--- src/logic/ccu_defines.svh ---
// Sizing macros only; CCU_NUM_PE must equal 2**CCU_PE_ID_W and CCU_CFG_W leaves 11 payload bits
`ifndef CCU_DEFINES_SVH
`define CCU_DEFINES_SVH

// ====================
// PE array
// ====================

// Number of processing elements
`define CCU_NUM_PE 16

// Bits needed to address one PE
`define CCU_PE_ID_W 4

// ====================
// Configuration path
// ====================

// FIFO depth is 2**CCU_FIFO_AW words
`define CCU_FIFO_AW 4

// Host configuration word of kind bit plus PE id plus payload
`define CCU_CFG_W 16

// Accumulator and result value width
`define CCU_ACC_W 16

`endif

--- src/logic/ccu_cfg_pkg.sv ---
// Config word layout fixed as kind in MSB, pe_id below it, payload in the low bits of both views
`include "ccu_defines.svh"

package ccu_cfg_pkg;

    // Payload bits left after kind and PE index
    localparam int CFG_PAYLOAD_W = `CCU_CFG_W - 1 - `CCU_PE_ID_W;

    // Word kind selects which view of the union applies
    typedef enum logic {
        SETUP = 1'b0,
        SEED  = 1'b1
    } cfg_kind_e;

    // Setup view carries the cycle count
    typedef struct packed {
        cfg_kind_e                  kind;
        logic [`CCU_PE_ID_W-1:0]    pe_id;
        logic [CFG_PAYLOAD_W-1:0]   count;
    } cfg_setup_t;

    // Seed view carries the value to accumulate
    typedef struct packed {
        cfg_kind_e                  kind;
        logic [`CCU_PE_ID_W-1:0]    pe_id;
        logic [CFG_PAYLOAD_W-1:0]   seed;
    } cfg_seed_t;

    // One host word decoded by its kind bit
    typedef union packed {
        cfg_setup_t setup;
        cfg_seed_t  seed;
    } cfg_word_u;

endpackage

--- src/logic/ccu_pe_pkg.sv ---
// PE command is a single broadcast word; result id and value widths follow the defines header
`include "ccu_defines.svh"

package ccu_pe_pkg;

    // ====================
    // Controller to PEs
    // ====================

    // Registered command seen by every PE once per cycle
    typedef struct packed {
        logic                                   valid;
        ccu_cfg_pkg::cfg_kind_e                 kind;
        logic [`CCU_PE_ID_W-1:0]                pe_id;
        logic [ccu_cfg_pkg::CFG_PAYLOAD_W-1:0]  payload;
    } pe_cmd_t;

    // ====================
    // Collector to host
    // ====================

    // One serialized result
    typedef struct packed {
        logic [`CCU_PE_ID_W-1:0]    pe_id;
        logic [`CCU_ACC_W-1:0]      value;
    } pe_result_t;

endpackage

--- src/logic/cfg_fifo.sv ---
// First-word fall-through FIFO; pushes while full are dropped, pops while empty are illegal
`timescale 1ns/1ns
`include "ccu_defines.svh"

module cfg_fifo #(
    parameter int ADDR_WIDTH = `CCU_FIFO_AW
) (
    input  logic                    clk,
    input  logic                    rst_n,
    input  logic                    push,
    input  logic                    pop,
    input  ccu_cfg_pkg::cfg_word_u  data_in,
    output ccu_cfg_pkg::cfg_word_u  data_out,
    output logic                    empty,
    output logic                    full
);
    import ccu_cfg_pkg::*;

    localparam int DEPTH = 1 << ADDR_WIDTH;

    // Word storage
    cfg_word_u mem [DEPTH];

    logic [ADDR_WIDTH-1:0] wr_ptr;
    logic [ADDR_WIDTH-1:0] rd_ptr;
    // One extra bit so a full buffer is distinct from empty
    logic [ADDR_WIDTH:0]   count;

    logic push_ok;
    logic pop_ok;

    // Qualified strobes
    assign push_ok = push && !full;
    assign pop_ok  = pop && !empty;

    // Flags straight from occupancy
    assign empty = (count == '0);
    assign full  = (count == (ADDR_WIDTH + 1)'(DEPTH));

    // Head of queue is always visible
    assign data_out = mem[rd_ptr];

    // ====================
    // Write port
    // ====================
    always_ff @(posedge clk) begin
        if (push_ok) begin
            mem[wr_ptr] <= data_in;
        end
    end

    // ====================
    // Pointers and fill
    // ====================
    always_ff @(posedge clk or negedge rst_n) begin
        if (!rst_n) begin
            wr_ptr <= '0;
            rd_ptr <= '0;
            count  <= '0;
        end else begin
            if (push_ok) begin
                wr_ptr <= wr_ptr + 1'b1;
            end
            if (pop_ok) begin
                rd_ptr <= rd_ptr + 1'b1;
            end
            // Simultaneous push and pop leaves fill unchanged
            if (push_ok && !pop_ok) begin
                count <= count + 1'b1;
            end else if (pop_ok && !push_ok) begin
                count <= count - 1'b1;
            end
        end
    end

    // Host ignored cfg_rdy so the word is lost
    a_push_full : assert property (@(posedge clk) disable iff (!rst_n) push |-> !full)
        else $warning("cfg_fifo: push while full dropped");

    // Controller must watch the empty flag
    a_pop_empty : assert property (@(posedge clk) disable iff (!rst_n) pop |-> !empty)
        else $error("cfg_fifo: pop while empty");

endmodule

--- src/logic/ccu.sv ---
// Controller FSM; start is honoured only in IDLE and the FIFO is drained fully before go
`timescale 1ns/1ns

module ccu (
    input  logic                    clk,
    input  logic                    rst_n,
    input  logic                    start,
    input  logic                    fifo_empty,
    input  ccu_cfg_pkg::cfg_word_u  fifo_out,
    output logic                    fifo_pop,
    output ccu_pe_pkg::pe_cmd_t     pe_cmd,
    output logic                    go,
    input  logic                    all_finish,
    output logic                    busy
);
    import ccu_cfg_pkg::*;
    import ccu_pe_pkg::*;

    typedef enum logic [1:0] {
        IDLE,
        CFG,
        CMP
    } state_e;

    state_e  state;
    state_e  next_state;
    // Decoded command before the output register
    pe_cmd_t cmd_d;

    // ====================
    // FSM
    // ====================
    always_comb begin
        next_state = state;
        case (state)
            // Wait for the host
            IDLE: begin
                if (start) begin
                    next_state = CFG;
                end
            end
            // Drain until nothing is left
            CFG: begin
                if (fifo_empty) begin
                    next_state = CMP;
                end
            end
            // PEs run until the collector reports back
            CMP: begin
                if (all_finish) begin
                    next_state = IDLE;
                end
            end
            default: begin
                next_state = IDLE;
            end
        endcase
    end

    // One word per cycle while configuring
    assign fifo_pop = (state == CFG) && !fifo_empty;

    // Any state but IDLE counts as a run
    assign busy = (state != IDLE);

    // ====================
    // Word decode
    // ====================
    always_comb begin
        cmd_d.valid = fifo_pop;
        cmd_d.kind  = fifo_out.setup.kind;
        // Kind bit picks the view
        if (fifo_out.setup.kind == SETUP) begin
            cmd_d.pe_id   = fifo_out.setup.pe_id;
            cmd_d.payload = fifo_out.setup.count;
        end else begin
            cmd_d.pe_id   = fifo_out.seed.pe_id;
            cmd_d.payload = fifo_out.seed.seed;
        end
    end

    // ====================
    // Registers
    // ====================
    always_ff @(posedge clk or negedge rst_n) begin
        if (!rst_n) begin
            state  <= IDLE;
            pe_cmd <= '0;
            go     <= 1'b0;
        end else begin
            state  <= next_state;
            // Command lands at the PEs one cycle after the pop
            pe_cmd <= cmd_d;
            // High in the first CMP cycle only
            go     <= (state == CFG) && fifo_empty;
        end
    end

    // Last command must settle before the PEs start
    a_go_no_cmd : assert property (@(posedge clk) disable iff (!rst_n) !(go && pe_cmd.valid))
        else $error("ccu: go issued together with a valid command");

    // Collector only finishes a run this FSM started
    a_finish_in_cmp : assert property (@(posedge clk) disable iff (!rst_n)
        all_finish |-> (state == CMP))
        else $error("ccu: all_finish outside CMP");

endmodule

--- src/logic/pe_block.sv ---
// One PE; result is seed*count mod 2**CCU_ACC_W and commands must not arrive while running
`timescale 1ns/1ns
`include "ccu_defines.svh"

module pe_block #(
    parameter int PE_INDEX = 0
) (
    input  logic                    clk,
    input  logic                    rst_n,
    input  ccu_pe_pkg::pe_cmd_t     pe_cmd,
    input  logic                    go,
    output logic                    done,
    output logic [`CCU_ACC_W-1:0]   value
);
    import ccu_cfg_pkg::*;

    // Own address as a PE id
    localparam logic [`CCU_PE_ID_W-1:0] MY_ID = PE_INDEX[`CCU_PE_ID_W-1:0];

    logic [CFG_PAYLOAD_W-1:0] count;
    logic [CFG_PAYLOAD_W-1:0] seed;
    // Cycles left to accumulate
    logic [CFG_PAYLOAD_W-1:0] remaining;
    logic [`CCU_ACC_W-1:0]    acc;
    logic                     running;
    logic                     hit;

    // Command addressed to this PE
    assign hit = pe_cmd.valid && (pe_cmd.pe_id == MY_ID);

    // ====================
    // Config registers
    // ====================
    always_ff @(posedge clk or negedge rst_n) begin
        if (!rst_n) begin
            count <= '0;
            seed  <= '0;
        end else if (hit) begin
            // Later word overwrites the earlier one
            if (pe_cmd.kind == SETUP) begin
                count <= pe_cmd.payload;
            end else begin
                seed <= pe_cmd.payload;
            end
        end
    end

    // ====================
    // Accumulation
    // ====================
    always_ff @(posedge clk or negedge rst_n) begin
        if (!rst_n) begin
            running   <= 1'b0;
            remaining <= '0;
            acc       <= '0;
        end else if (go) begin
            // Zero count finishes right away
            running   <= (count != '0);
            remaining <= count;
            acc       <= '0;
        end else if (running) begin
            acc       <= acc + `CCU_ACC_W'(seed);
            remaining <= remaining - 1'b1;
            // Last add happens this cycle
            if (remaining == CFG_PAYLOAD_W'(1)) begin
                running <= 1'b0;
            end
        end
    end

    assign done  = !running;
    assign value = acc;

    // Controller must not reconfigure a PE mid-run
    a_no_cmd_running : assert property (@(posedge clk) disable iff (!rst_n) running |-> !hit)
        else $error("pe_block %0d: command while running", PE_INDEX);

endmodule

--- src/logic/finish_collector.sv ---
// Armed by go; reads PEs out in ascending order and relies on done and values holding steady
`timescale 1ns/1ns
`include "ccu_defines.svh"

module finish_collector (
    input  logic                        clk,
    input  logic                        rst_n,
    input  logic                        go,
    input  logic [`CCU_NUM_PE-1:0]      done,
    input  logic [`CCU_ACC_W-1:0]       values [`CCU_NUM_PE],
    output logic                        result_val,
    output ccu_pe_pkg::pe_result_t      result,
    output logic                        all_finish
);
    localparam int LAST = `CCU_NUM_PE - 1;

    typedef enum logic [1:0] {
        IDLE,
        WAIT,
        SEND,
        FIN
    } state_e;

    state_e                   state;
    logic [`CCU_PE_ID_W-1:0]  idx;

    // ====================
    // Sequencer
    // ====================
    always_ff @(posedge clk or negedge rst_n) begin
        if (!rst_n) begin
            state <= IDLE;
            idx   <= '0;
        end else begin
            case (state)
                IDLE: begin
                    if (go) begin
                        state <= WAIT;
                    end
                end
                // Every PE reports done
                WAIT: begin
                    if (&done) begin
                        state <= SEND;
                        idx   <= '0;
                    end
                end
                // One result per cycle
                SEND: begin
                    idx <= idx + 1'b1;
                    if (idx == LAST[`CCU_PE_ID_W-1:0]) begin
                        state <= FIN;
                    end
                end
                default: begin
                    state <= IDLE;
                end
            endcase
        end
    end

    // Outputs follow the state directly
    assign result_val   = (state == SEND);
    assign result.pe_id = idx;
    assign result.value = values[idx];
    assign all_finish   = (state == FIN);

    // Values must not move during readout
    a_done_stable : assert property (@(posedge clk) disable iff (!rst_n)
        (state == SEND) |-> &done)
        else $error("finish_collector: PE left done during readout");

endmodule

--- src/logic/ccu_top.sv ---
// Top level; cfg_rdy is a plain level and the result stream has no back-pressure
`timescale 1ns/1ns
`include "ccu_defines.svh"

module ccu_top (
    input  logic                    clk,
    input  logic                    rst_n,
    input  logic                    cfg_push,
    input  ccu_cfg_pkg::cfg_word_u  cfg_word,
    output logic                    cfg_rdy,
    input  logic                    start,
    output logic                    busy,
    output logic                    result_val,
    output ccu_pe_pkg::pe_result_t  result
);
    import ccu_cfg_pkg::*;
    import ccu_pe_pkg::*;

    // FIFO to controller
    cfg_word_u fifo_out;
    logic      fifo_pop;
    logic      fifo_empty;
    logic      fifo_full;

    // Controller to PEs
    pe_cmd_t   pe_cmd;
    logic      go;

    // PEs to collector
    logic [`CCU_NUM_PE-1:0] pe_done;
    logic [`CCU_ACC_W-1:0]  pe_value [`CCU_NUM_PE];
    logic                   all_finish;

    assign cfg_rdy = !fifo_full;

    // ====================
    // Config path
    // ====================
    cfg_fifo u_fifo (
        .clk      (clk),
        .rst_n    (rst_n),
        .push     (cfg_push),
        .pop      (fifo_pop),
        .data_in  (cfg_word),
        .data_out (fifo_out),
        .empty    (fifo_empty),
        .full     (fifo_full)
    );

    ccu u_ccu (
        .clk        (clk),
        .rst_n      (rst_n),
        .start      (start),
        .fifo_empty (fifo_empty),
        .fifo_out   (fifo_out),
        .fifo_pop   (fifo_pop),
        .pe_cmd     (pe_cmd),
        .go         (go),
        .all_finish (all_finish),
        .busy       (busy)
    );

    // ====================
    // PE array
    // ====================
    for (genvar i = 0; i < `CCU_NUM_PE; i++) begin : g_pe
        pe_block #(
            .PE_INDEX (i)
        ) u_pe (
            .clk    (clk),
            .rst_n  (rst_n),
            .pe_cmd (pe_cmd),
            .go     (go),
            .done   (pe_done[i]),
            .value  (pe_value[i])
        );
    end

    // Readout in PE order
    finish_collector u_collector (
        .clk        (clk),
        .rst_n      (rst_n),
        .go         (go),
        .done       (pe_done),
        .values     (pe_value),
        .result_val (result_val),
        .result     (result),
        .all_finish (all_finish)
    );

endmodule

--- config.mk ---
export PLATFORM = sky130hd
export DESIGN_NAME = ccu_top
export DESIGN_NICKNAME = d
export VERILOG_FILES = /design/src/logic/ccu_cfg_pkg.sv /design/src/logic/ccu_pe_pkg.sv /design/src/logic/cfg_fifo.sv /design/src/logic/ccu.sv /design/src/logic/pe_block.sv /design/src/logic/finish_collector.sv /design/src/logic/ccu_top.sv
export VERILOG_INCLUDE_DIRS = /design/src /design/src/logic
export SDC_FILE = /design/constraint.sdc
export NUM_CORES = 2
export LEC_CHECK = 0
export BUFFER_PORTS_ARGS = -buffer_cell sky130_fd_sc_hd__buf_2
export CAP_MARGIN = 20
export CORE_UTILIZATION = 62
export DETAILED_ROUTE_END_ITERATION = 10
export GPL_TIMING_DRIVEN = 0
export PLACE_DENSITY = 0.81
export REMOVE_ABC_BUFFERS = 1
export SYNTH_ARGS = -nofsm -noshare
export SYNTH_HDL_FRONTEND = slang
export SYNTH_HIERARCHICAL = 1
export SYNTH_SLANG_ARGS = --single-unit
--- constraint.sdc ---
create_clock -name clk -period 4.2 [get_ports clk]
set_clock_uncertainty 0.2 [all_clocks]
set_input_delay 0.84 -clock clk [delete_from_list [all_inputs] [get_ports clk]]
set_output_delay 0.84 -clock clk [all_outputs]
set_load 0.005 [all_outputs]
Word-level counts from Yosys, hierarchy flattened

Memory sizes are Yosys's and may differ from the RTL's. A register that Yosys moved wholly into a read port is not among the register bits.
Index checks and enable logic that the tools add are counted.

Add/subtract/negate cells: 37
Magnitude comparators: 1
Equality and inequality tests: 44
Muxes and demuxes: 129
Bitwise gates (word level): 2
Reduce and logical (&&, ||, !) cells: 118

Operators with widths:

| operator                                           | count |
|---|---|
| 2-to-1 mux 16 bit                                  | 34 |
| 2-to-1 mux 11 bit                                  | 32 |
| adder 16 x 11 -> 16 bit                            | 16 |
| == test 11 x 1 -> 1 bit, second input constant     | 16 |
| nonzero test 11 bit                                | 16 |
| subtractor 11 x 1 -> 11 bit, second input constant | 16 |
| AND reduction 2 bit                                | 33 |
| binary-select mux 16 bit (select 4 bit)            | 1 |
| 2-to-1 mux 1 bit                                   | 50 |
| nonzero test 2 bit                                 | 19 |
| == test 4 bit, second input constant               | 9 |
| logical AND 1 bit                                  | 22 |
| zero test 1 bit                                    | 21 |
| == test 4 x 3 -> 1 bit, second input constant      | 4 |
| AND reduction 16 bit                               | 1 |
| adder 4 x 1 -> 4 bit, second input constant        | 3 |
| 2-to-1 mux 2 bit                                   | 6 |
| one-hot mux 2 bit (3 select lines)                 | 2 |
| 2-to-1 mux 5 bit                                   | 2 |
| == test 4 x 2 -> 1 bit, second input constant      | 2 |
| one-hot mux 4 bit (2 select lines)                 | 1 |
| == test 2 bit, second input constant               | 3 |
| != test 2 x 1 -> 1 bit, second input constant      | 3 |
| != test 2 bit, second input constant               | 3 |
| other kinds (13)                                   | 16 |

Register bits: 823
Memory bits (writable): 256
Bits of input ports: 20
Output and inout bits: 23
Logic and storage cells: 420
Memories kept: 1

Memories:

| memory     | words | bits a word | rd ports | clocked after Yosys merged registers in | wr ports | line           | RTL |
|---|---|---|---|---|---|---|---|
| u_fifo.mem | 16    | 16          | 1        | 1                                       | 1        | cfg_fifo.sv:22 | `cfg_word_u mem [DEPTH];` |

Logic depth before layout (Yosys ltp)

Word-level depth: 7
Depth in mapped cells: 12
Gate-level depth less buffers: 12

Cells and area by module

Netlist, hierarchy kept.

By module, submodules not included:

| module                       | times used | cells each | area an instance (um2) | seq. area each (um2) |
|---|---|---|---|---|
| pe_block (g_pe[1].u_pe ...)  | 4          | 269        | 2791.4                 | 1251.2 |
| pe_block (g_pe[5].u_pe ...)  | 4          | 269        | 2790.2                 | 1251.2 |
| cfg_fifo                     | 1          | 552        | 10900.5                | 8012.7 |
| pe_block (g_pe[10].u_pe ...) | 2          | 270        | 2827.7                 | 1251.2 |
| pe_block (g_pe[13].u_pe ...) | 2          | 270        | 2824.0                 | 1251.2 |
| pe_block (g_pe[15].u_pe)     | 1          | 266        | 2856.5                 | 1251.2 |
| pe_block (g_pe[12].u_pe)     | 1          | 271        | 2831.5                 | 1251.2 |
| pe_block (g_pe[3].u_pe)      | 1          | 269        | 2786.4                 | 1251.2 |
| pe_block (g_pe[0].u_pe)      | 1          | 268        | 2772.7                 | 1251.2 |
| finish_collector             | 1          | 179        | 2312.2                 | 150.1 |
| ccu                          | 1          | 28         | 554.3                  | 500.5 |
| ccu_top                      | 1          | 1          | 3.8                    | 0.0 |

Worst setup path before layout

Ideal clock, no wire load.

Path kind: in2reg
From: input port cfg_push
To: memory u_fifo/mem[3][0] (netlist bit) (enable)
Arrival: 2.479 ns
Required time: 3.591 ns
Slack: 1.112 ns
Cell stages on the path: 3
Path buffers: 0
Cells stage by stage: a21boi_2 nand2_1 nor3_1

Cells in the longest elaborated chain, start to end: 3

RTL lines:

| what                                   | line           | RTL |
|---|---|---|
| start: declaration                     | ccu_top.sv:8   | `input logic cfg_push,` |
| logical AND 1 bit                      | cfg_fifo.sv:33 | `assign push_ok = push && !full;` |
| 2-to-1 mux 1 bit                       | cfg_fifo.sv:47 | `if (push_ok) begin` |
| 2-to-1 mux 1 bit (not written as such) | cfg_fifo.sv:48 | `mem[wr_ptr] <= data_in;` |
| end: declaration                       | cfg_fifo.sv:22 |  |

No other way between the ends.

==> results.txt <==
----------------------------------------------------
[Global routing]
  Final global-route overflow total ... 0
  GRT Total Usage ... 29.79%
  Maximum number of pins on one net before global-route repair ... 127
  Via count of the first global-routing pass ... 41,098
  Number of antenna violations at the first check in global routing ... 7
  Global-route wire length before repair ... 224,200 um

[Route]
  Wire length the detailed router placed on met1 ... 57,000 um
  Total via count in the routed design ... 41,414
  Highest Signal Layer ... met5
  Mean routed wirelength per cell ... 22.12 um
  DR DRC count ... 0
  Antenna violation net count after detailed routing ... 0
  DRC marker count from the first detailed-route iteration ... 4,061
  Total routed wirelength ... 141,800 um
  Total length of routed met3 wires ... 9453 um
  Vias per cell ... 6.461
  Total length of routed met2 wires ... 68,390 um
  Detailed-routing iteration count for the pre-antenna-repair pass ... 6

[Pwr]
  Sw Share ... 41.21%
  Sequential Power Share ... 36.1%
  Lkg Pwr ... 0.02687 uW
  Total power ... 55,900 uW
  Gate power share ... 45.4%
  Clock share of power ... 18.6%
  Pwr dens ... 868.3 mW/mm^2
  Worst VDD drop ... 0.5188 mV
  Internal power ... 32,860 uW
  Psw ... 23,040 uW

[Worst setup path]
  Critical Path, Cell by Cell ... buf_16 > mux4_2 > a22oi_1 > nand2_1 > buf_2
  Element type at the critical path end ... output port
  Critical-path top delay cell ... sky130_fd_sc_hd__dfrtp_4
  Endpoint required time on the critical path ... 3160 ps
  First element of the critical path ... u_collector/idx[0]
  Startpoint of the most critical register-to-register path ... g_pe[14].u_pe/running
  Arrival time at the worst endpoint ... 2890 ps
  Element type at the critical path start ... register
  Stage delay of the slowest cell on the critical path ... 630 ps
  Largest driver fanout on the critical path ... 31
  Critical Setup Path Class ... register to output port

[Timing]
  Transition time of the tightest slew-check pin ... 1226 ps
  Unrepaired setup endpoints after global routing ... false
  Final setup viols ... 0
  Worst hold slack ... 198.9 ps
  Fin crit period ... 3926 ps
  Number of hold-slack violations in the final timing report ... 0
  Max-slew headroom ... 18.26%
  Total count of max-transition violations in the final report ... 0
  Maximum clock frequency ... 254.7 MHz
  Final worst path period share ... 93.48%

[Worst hold path]
  Hold/Removal Path Class ... input port to register
  Min-delay src ... start

[Die]
  Die outline height ... 309.6 um
  Die area ... 0.09583 sq mm
  Number of rows created at floorplan ... 112
  Starting density of the core ... 62.74%
  Core ar. ... 0.09347 sq mm
  I/O pin cnt ... 43
  Floorplan die width ... 309.6 um

[Synthesis]
  Most used standard cell by instance count after synthesis ... sky130_fd_sc_hd__dfrtp_1
  Count of different cell masters after synthesis ... 110
  Post-Synthesis Cells ... 5,066
  Number of register bits inferred by synthesis ... 1,095
  Most used flip-flop cell after synthesis ... sky130_fd_sc_hd__dfrtp_1
  Synthesis Warnings ... 6
  Part of the Yosys area used for sequential elements ... 48.91%
  Mean area per synthesized cell ... 11.58 sq um
  Top cells by area in the synthesized netlist ... sky130_fd_sc_hd__dfrtp_1 (36%), sky130_fd_sc_hd__edfxtp_1 (13%), sky130_fd_sc_hd__mux2_2 (6.9%), sky130_fd_sc_hd__ha_1 (4.8%), sky130_fd_sc_hd__mux4_2 (3.7%)
  Top cells by instance count after synthesis ... sky130_fd_sc_hd__dfrtp_1 (839), sky130_fd_sc_hd__nand2_1 (430), sky130_fd_sc_hd__mux2_2 (358)
  Cell area after technology mapping ... 0.05865 sq mm
  Share of flip-flops with an asynchronous set or reset after synthesis ... 76.62%
  Post-synth top area share ... 35.80%
  Area leader, netlist ... sky130_fd_sc_hd__dfrtp_1
  Number of flops mapped to enable cells by yosys ... 256

[Layout]
  Ratio of cells with drive above 1 in the final layout ... 19.49%
  Final antenna diode count ... 0
  Final core utilization ... 68.87%
  Final Net Count ... 5,321
  Synthesis-to-layout area growth ... 9.767%
  Count of non-filler cells in the finished layout ... 6,410

[Clock tree]
  Maximum buffer depth of the clock tree ... 3
  Clock transition at the registers of the reported paths ... 60 ps
  Depth of the CTS H-tree ... 3
  Clock latency reported for the late side of the worst-skew pair ... 690 ps
  Post-cts sizing count ... 0
  Clock tree root buffer cell ... sky130_fd_sc_hd__clkbuf_16
  CTS Buf Count ... 110
  CTS tree ... built
  Number of sinks handled by clock tree synthesis ... 1,095

[Placement]
  GP Congestion ... 0.9152
  I/O Buffers ... 42
  # placed instances ... 6,197
  Detailed placer's ending HPWL ... 95,030 um

[Job]
  Max-cap check violation count ... 0

[Outcome]
  Result of the run ... complete, no violations

----------------------------------------------------
[critical path, delay by kind of cell, from the launching register on]
kind	cells	cell delay (ps)
DFF	1	630
muxes	1	600
buffers and inverters	2	490
AOI/OAI and AO/OA	1	230
and+or+nand+nor	1	210
[layout make-up]
type                    instances  area (sq um)
clock buffers                 173          3343
clock inverters                34         520.5
fillers                      6448         29090
inverters                     150         564.3
multi-input cells            3601         28230
flip-flops and latches       1095         28710
well taps                    1254          1569
repair buffers                103          1433
[sequential cells by signal, indices dropped and copies added, names as in the netlist]
signal,flops
u_collector/idx,4
u_fifo/wr_ptr,4
g_pe.u_pe/seed,176
u_fifo/mem,256
u_fifo/rd_ptr,4
g_pe.u_pe/count,176
g_pe.u_pe/value,256
u_fifo/count,5
u_collector/state,2
g_pe.u_pe/remaining,176
g_pe.u_pe/running,16
u_ccu/pe_cmd,17
u_ccu/go,1
u_ccu/state,2
[cell usage in the layout, fill, tap and decap left out, drive strengths merged, types with 25 or more instances in the layout]
| master | count |
|---|---|
| nor2b | 119 |
| xnor2 | 104 |
| inv | 152 |
| mux2i | 110 |
| o21ai | 305 |
| a221oi | 32 |
| o211ai | 40 |
| buf | 102 |
| a21o | 69 |
| nor2 | 327 |
| nor3 | 75 |
| nor4 | 84 |
| mux4 | 96 |
| a22oi | 48 |
| a21oi | 251 |
| o31ai | 30 |
| and4 | 39 |
| mux2 | 419 |
| ha | 223 |
| nand3b | 48 |
| edfxtp | 256 |
| and3 | 25 |
| xor2 | 69 |
| nand3 | 99 |
| or3 | 76 |
| dfrtp | 839 |
| nand4b | 28 |
| clkbuf | 173 |
| nand2 | 431 |
| a211oi | 40 |
| a31oi | 41 |
| nand4 | 69 |
[through the flow]
step                cell area [sq um]  setup slack [ps]   TNS, ps
floorplan                       57420             -8910  -3422350
global placement                59200            -16230         -
detailed placement              60430             451.0         0
CTS                             64330             112.9         0
global route                    64380             163.9         0
finish                          64380             274.0         0
[final timing paths]
| path | endpoint | slack [ps] | cells past startpoint |
|---|---|---|---|
| worst min-delay path | u_ccu/state[0] | 200 | 3 |
| min in group asynchronous | g_pe[13].u_pe/seed[9] | 500 | 2 |
| max in group asynchronous | u_ccu/go | 760 | 6 |
| worst max-delay path | result[1] | 270 | 5 |
| worst max register to register | u_collector/idx[2] | 900 | 5 |
| worst min register to register | u_ccu/state[0] | 290 | 1 |
[power by group through the flow]
stage	Clock (uW)	Sequential (uW)	Combinational, uW
3_5_place_dp	0	20300	24500
4_1_cts	10500	20100	25000
5_1_grt	10900	20600	27800
2_1_floorplan	0	19000	18600
6_report	10400	20200	25400
3_3_place_gp	0	21400	22200
[logic make-up after synthesis]
| logic type | count (synthesis) | share of synthesized area, % |
|---|---|---|
| mux | 625 | 13.61 |
| flops | 1095 | 48.91 |
| xor+xnor | 173 | 2.584 |
| buf+inv | 370 | 3.057 |
| fa+ha+maj | 240 | 5.338 |
| compound gates | 1032 | 12.34 |
| simple gates | 1531 | 14.17 |
[per-layer routing]
layer / track usage, % / vias to the layer above
li1: - / 18872
met1: 38.20 / 20632
met2: 49.13 / 1492
met3: 5.356 / 410
met4: 14.15 / 8
met5: 0 / -
[repair_timing]
item                                    4_1_cts  5_1_grt
setup buffers                                 1        1
endpoints found under the hold margin        79        0
endpoints found under the setup margin       13        1
hold buffers                                  1        0
No activity file was read; power rests on OpenSTA's default activity.
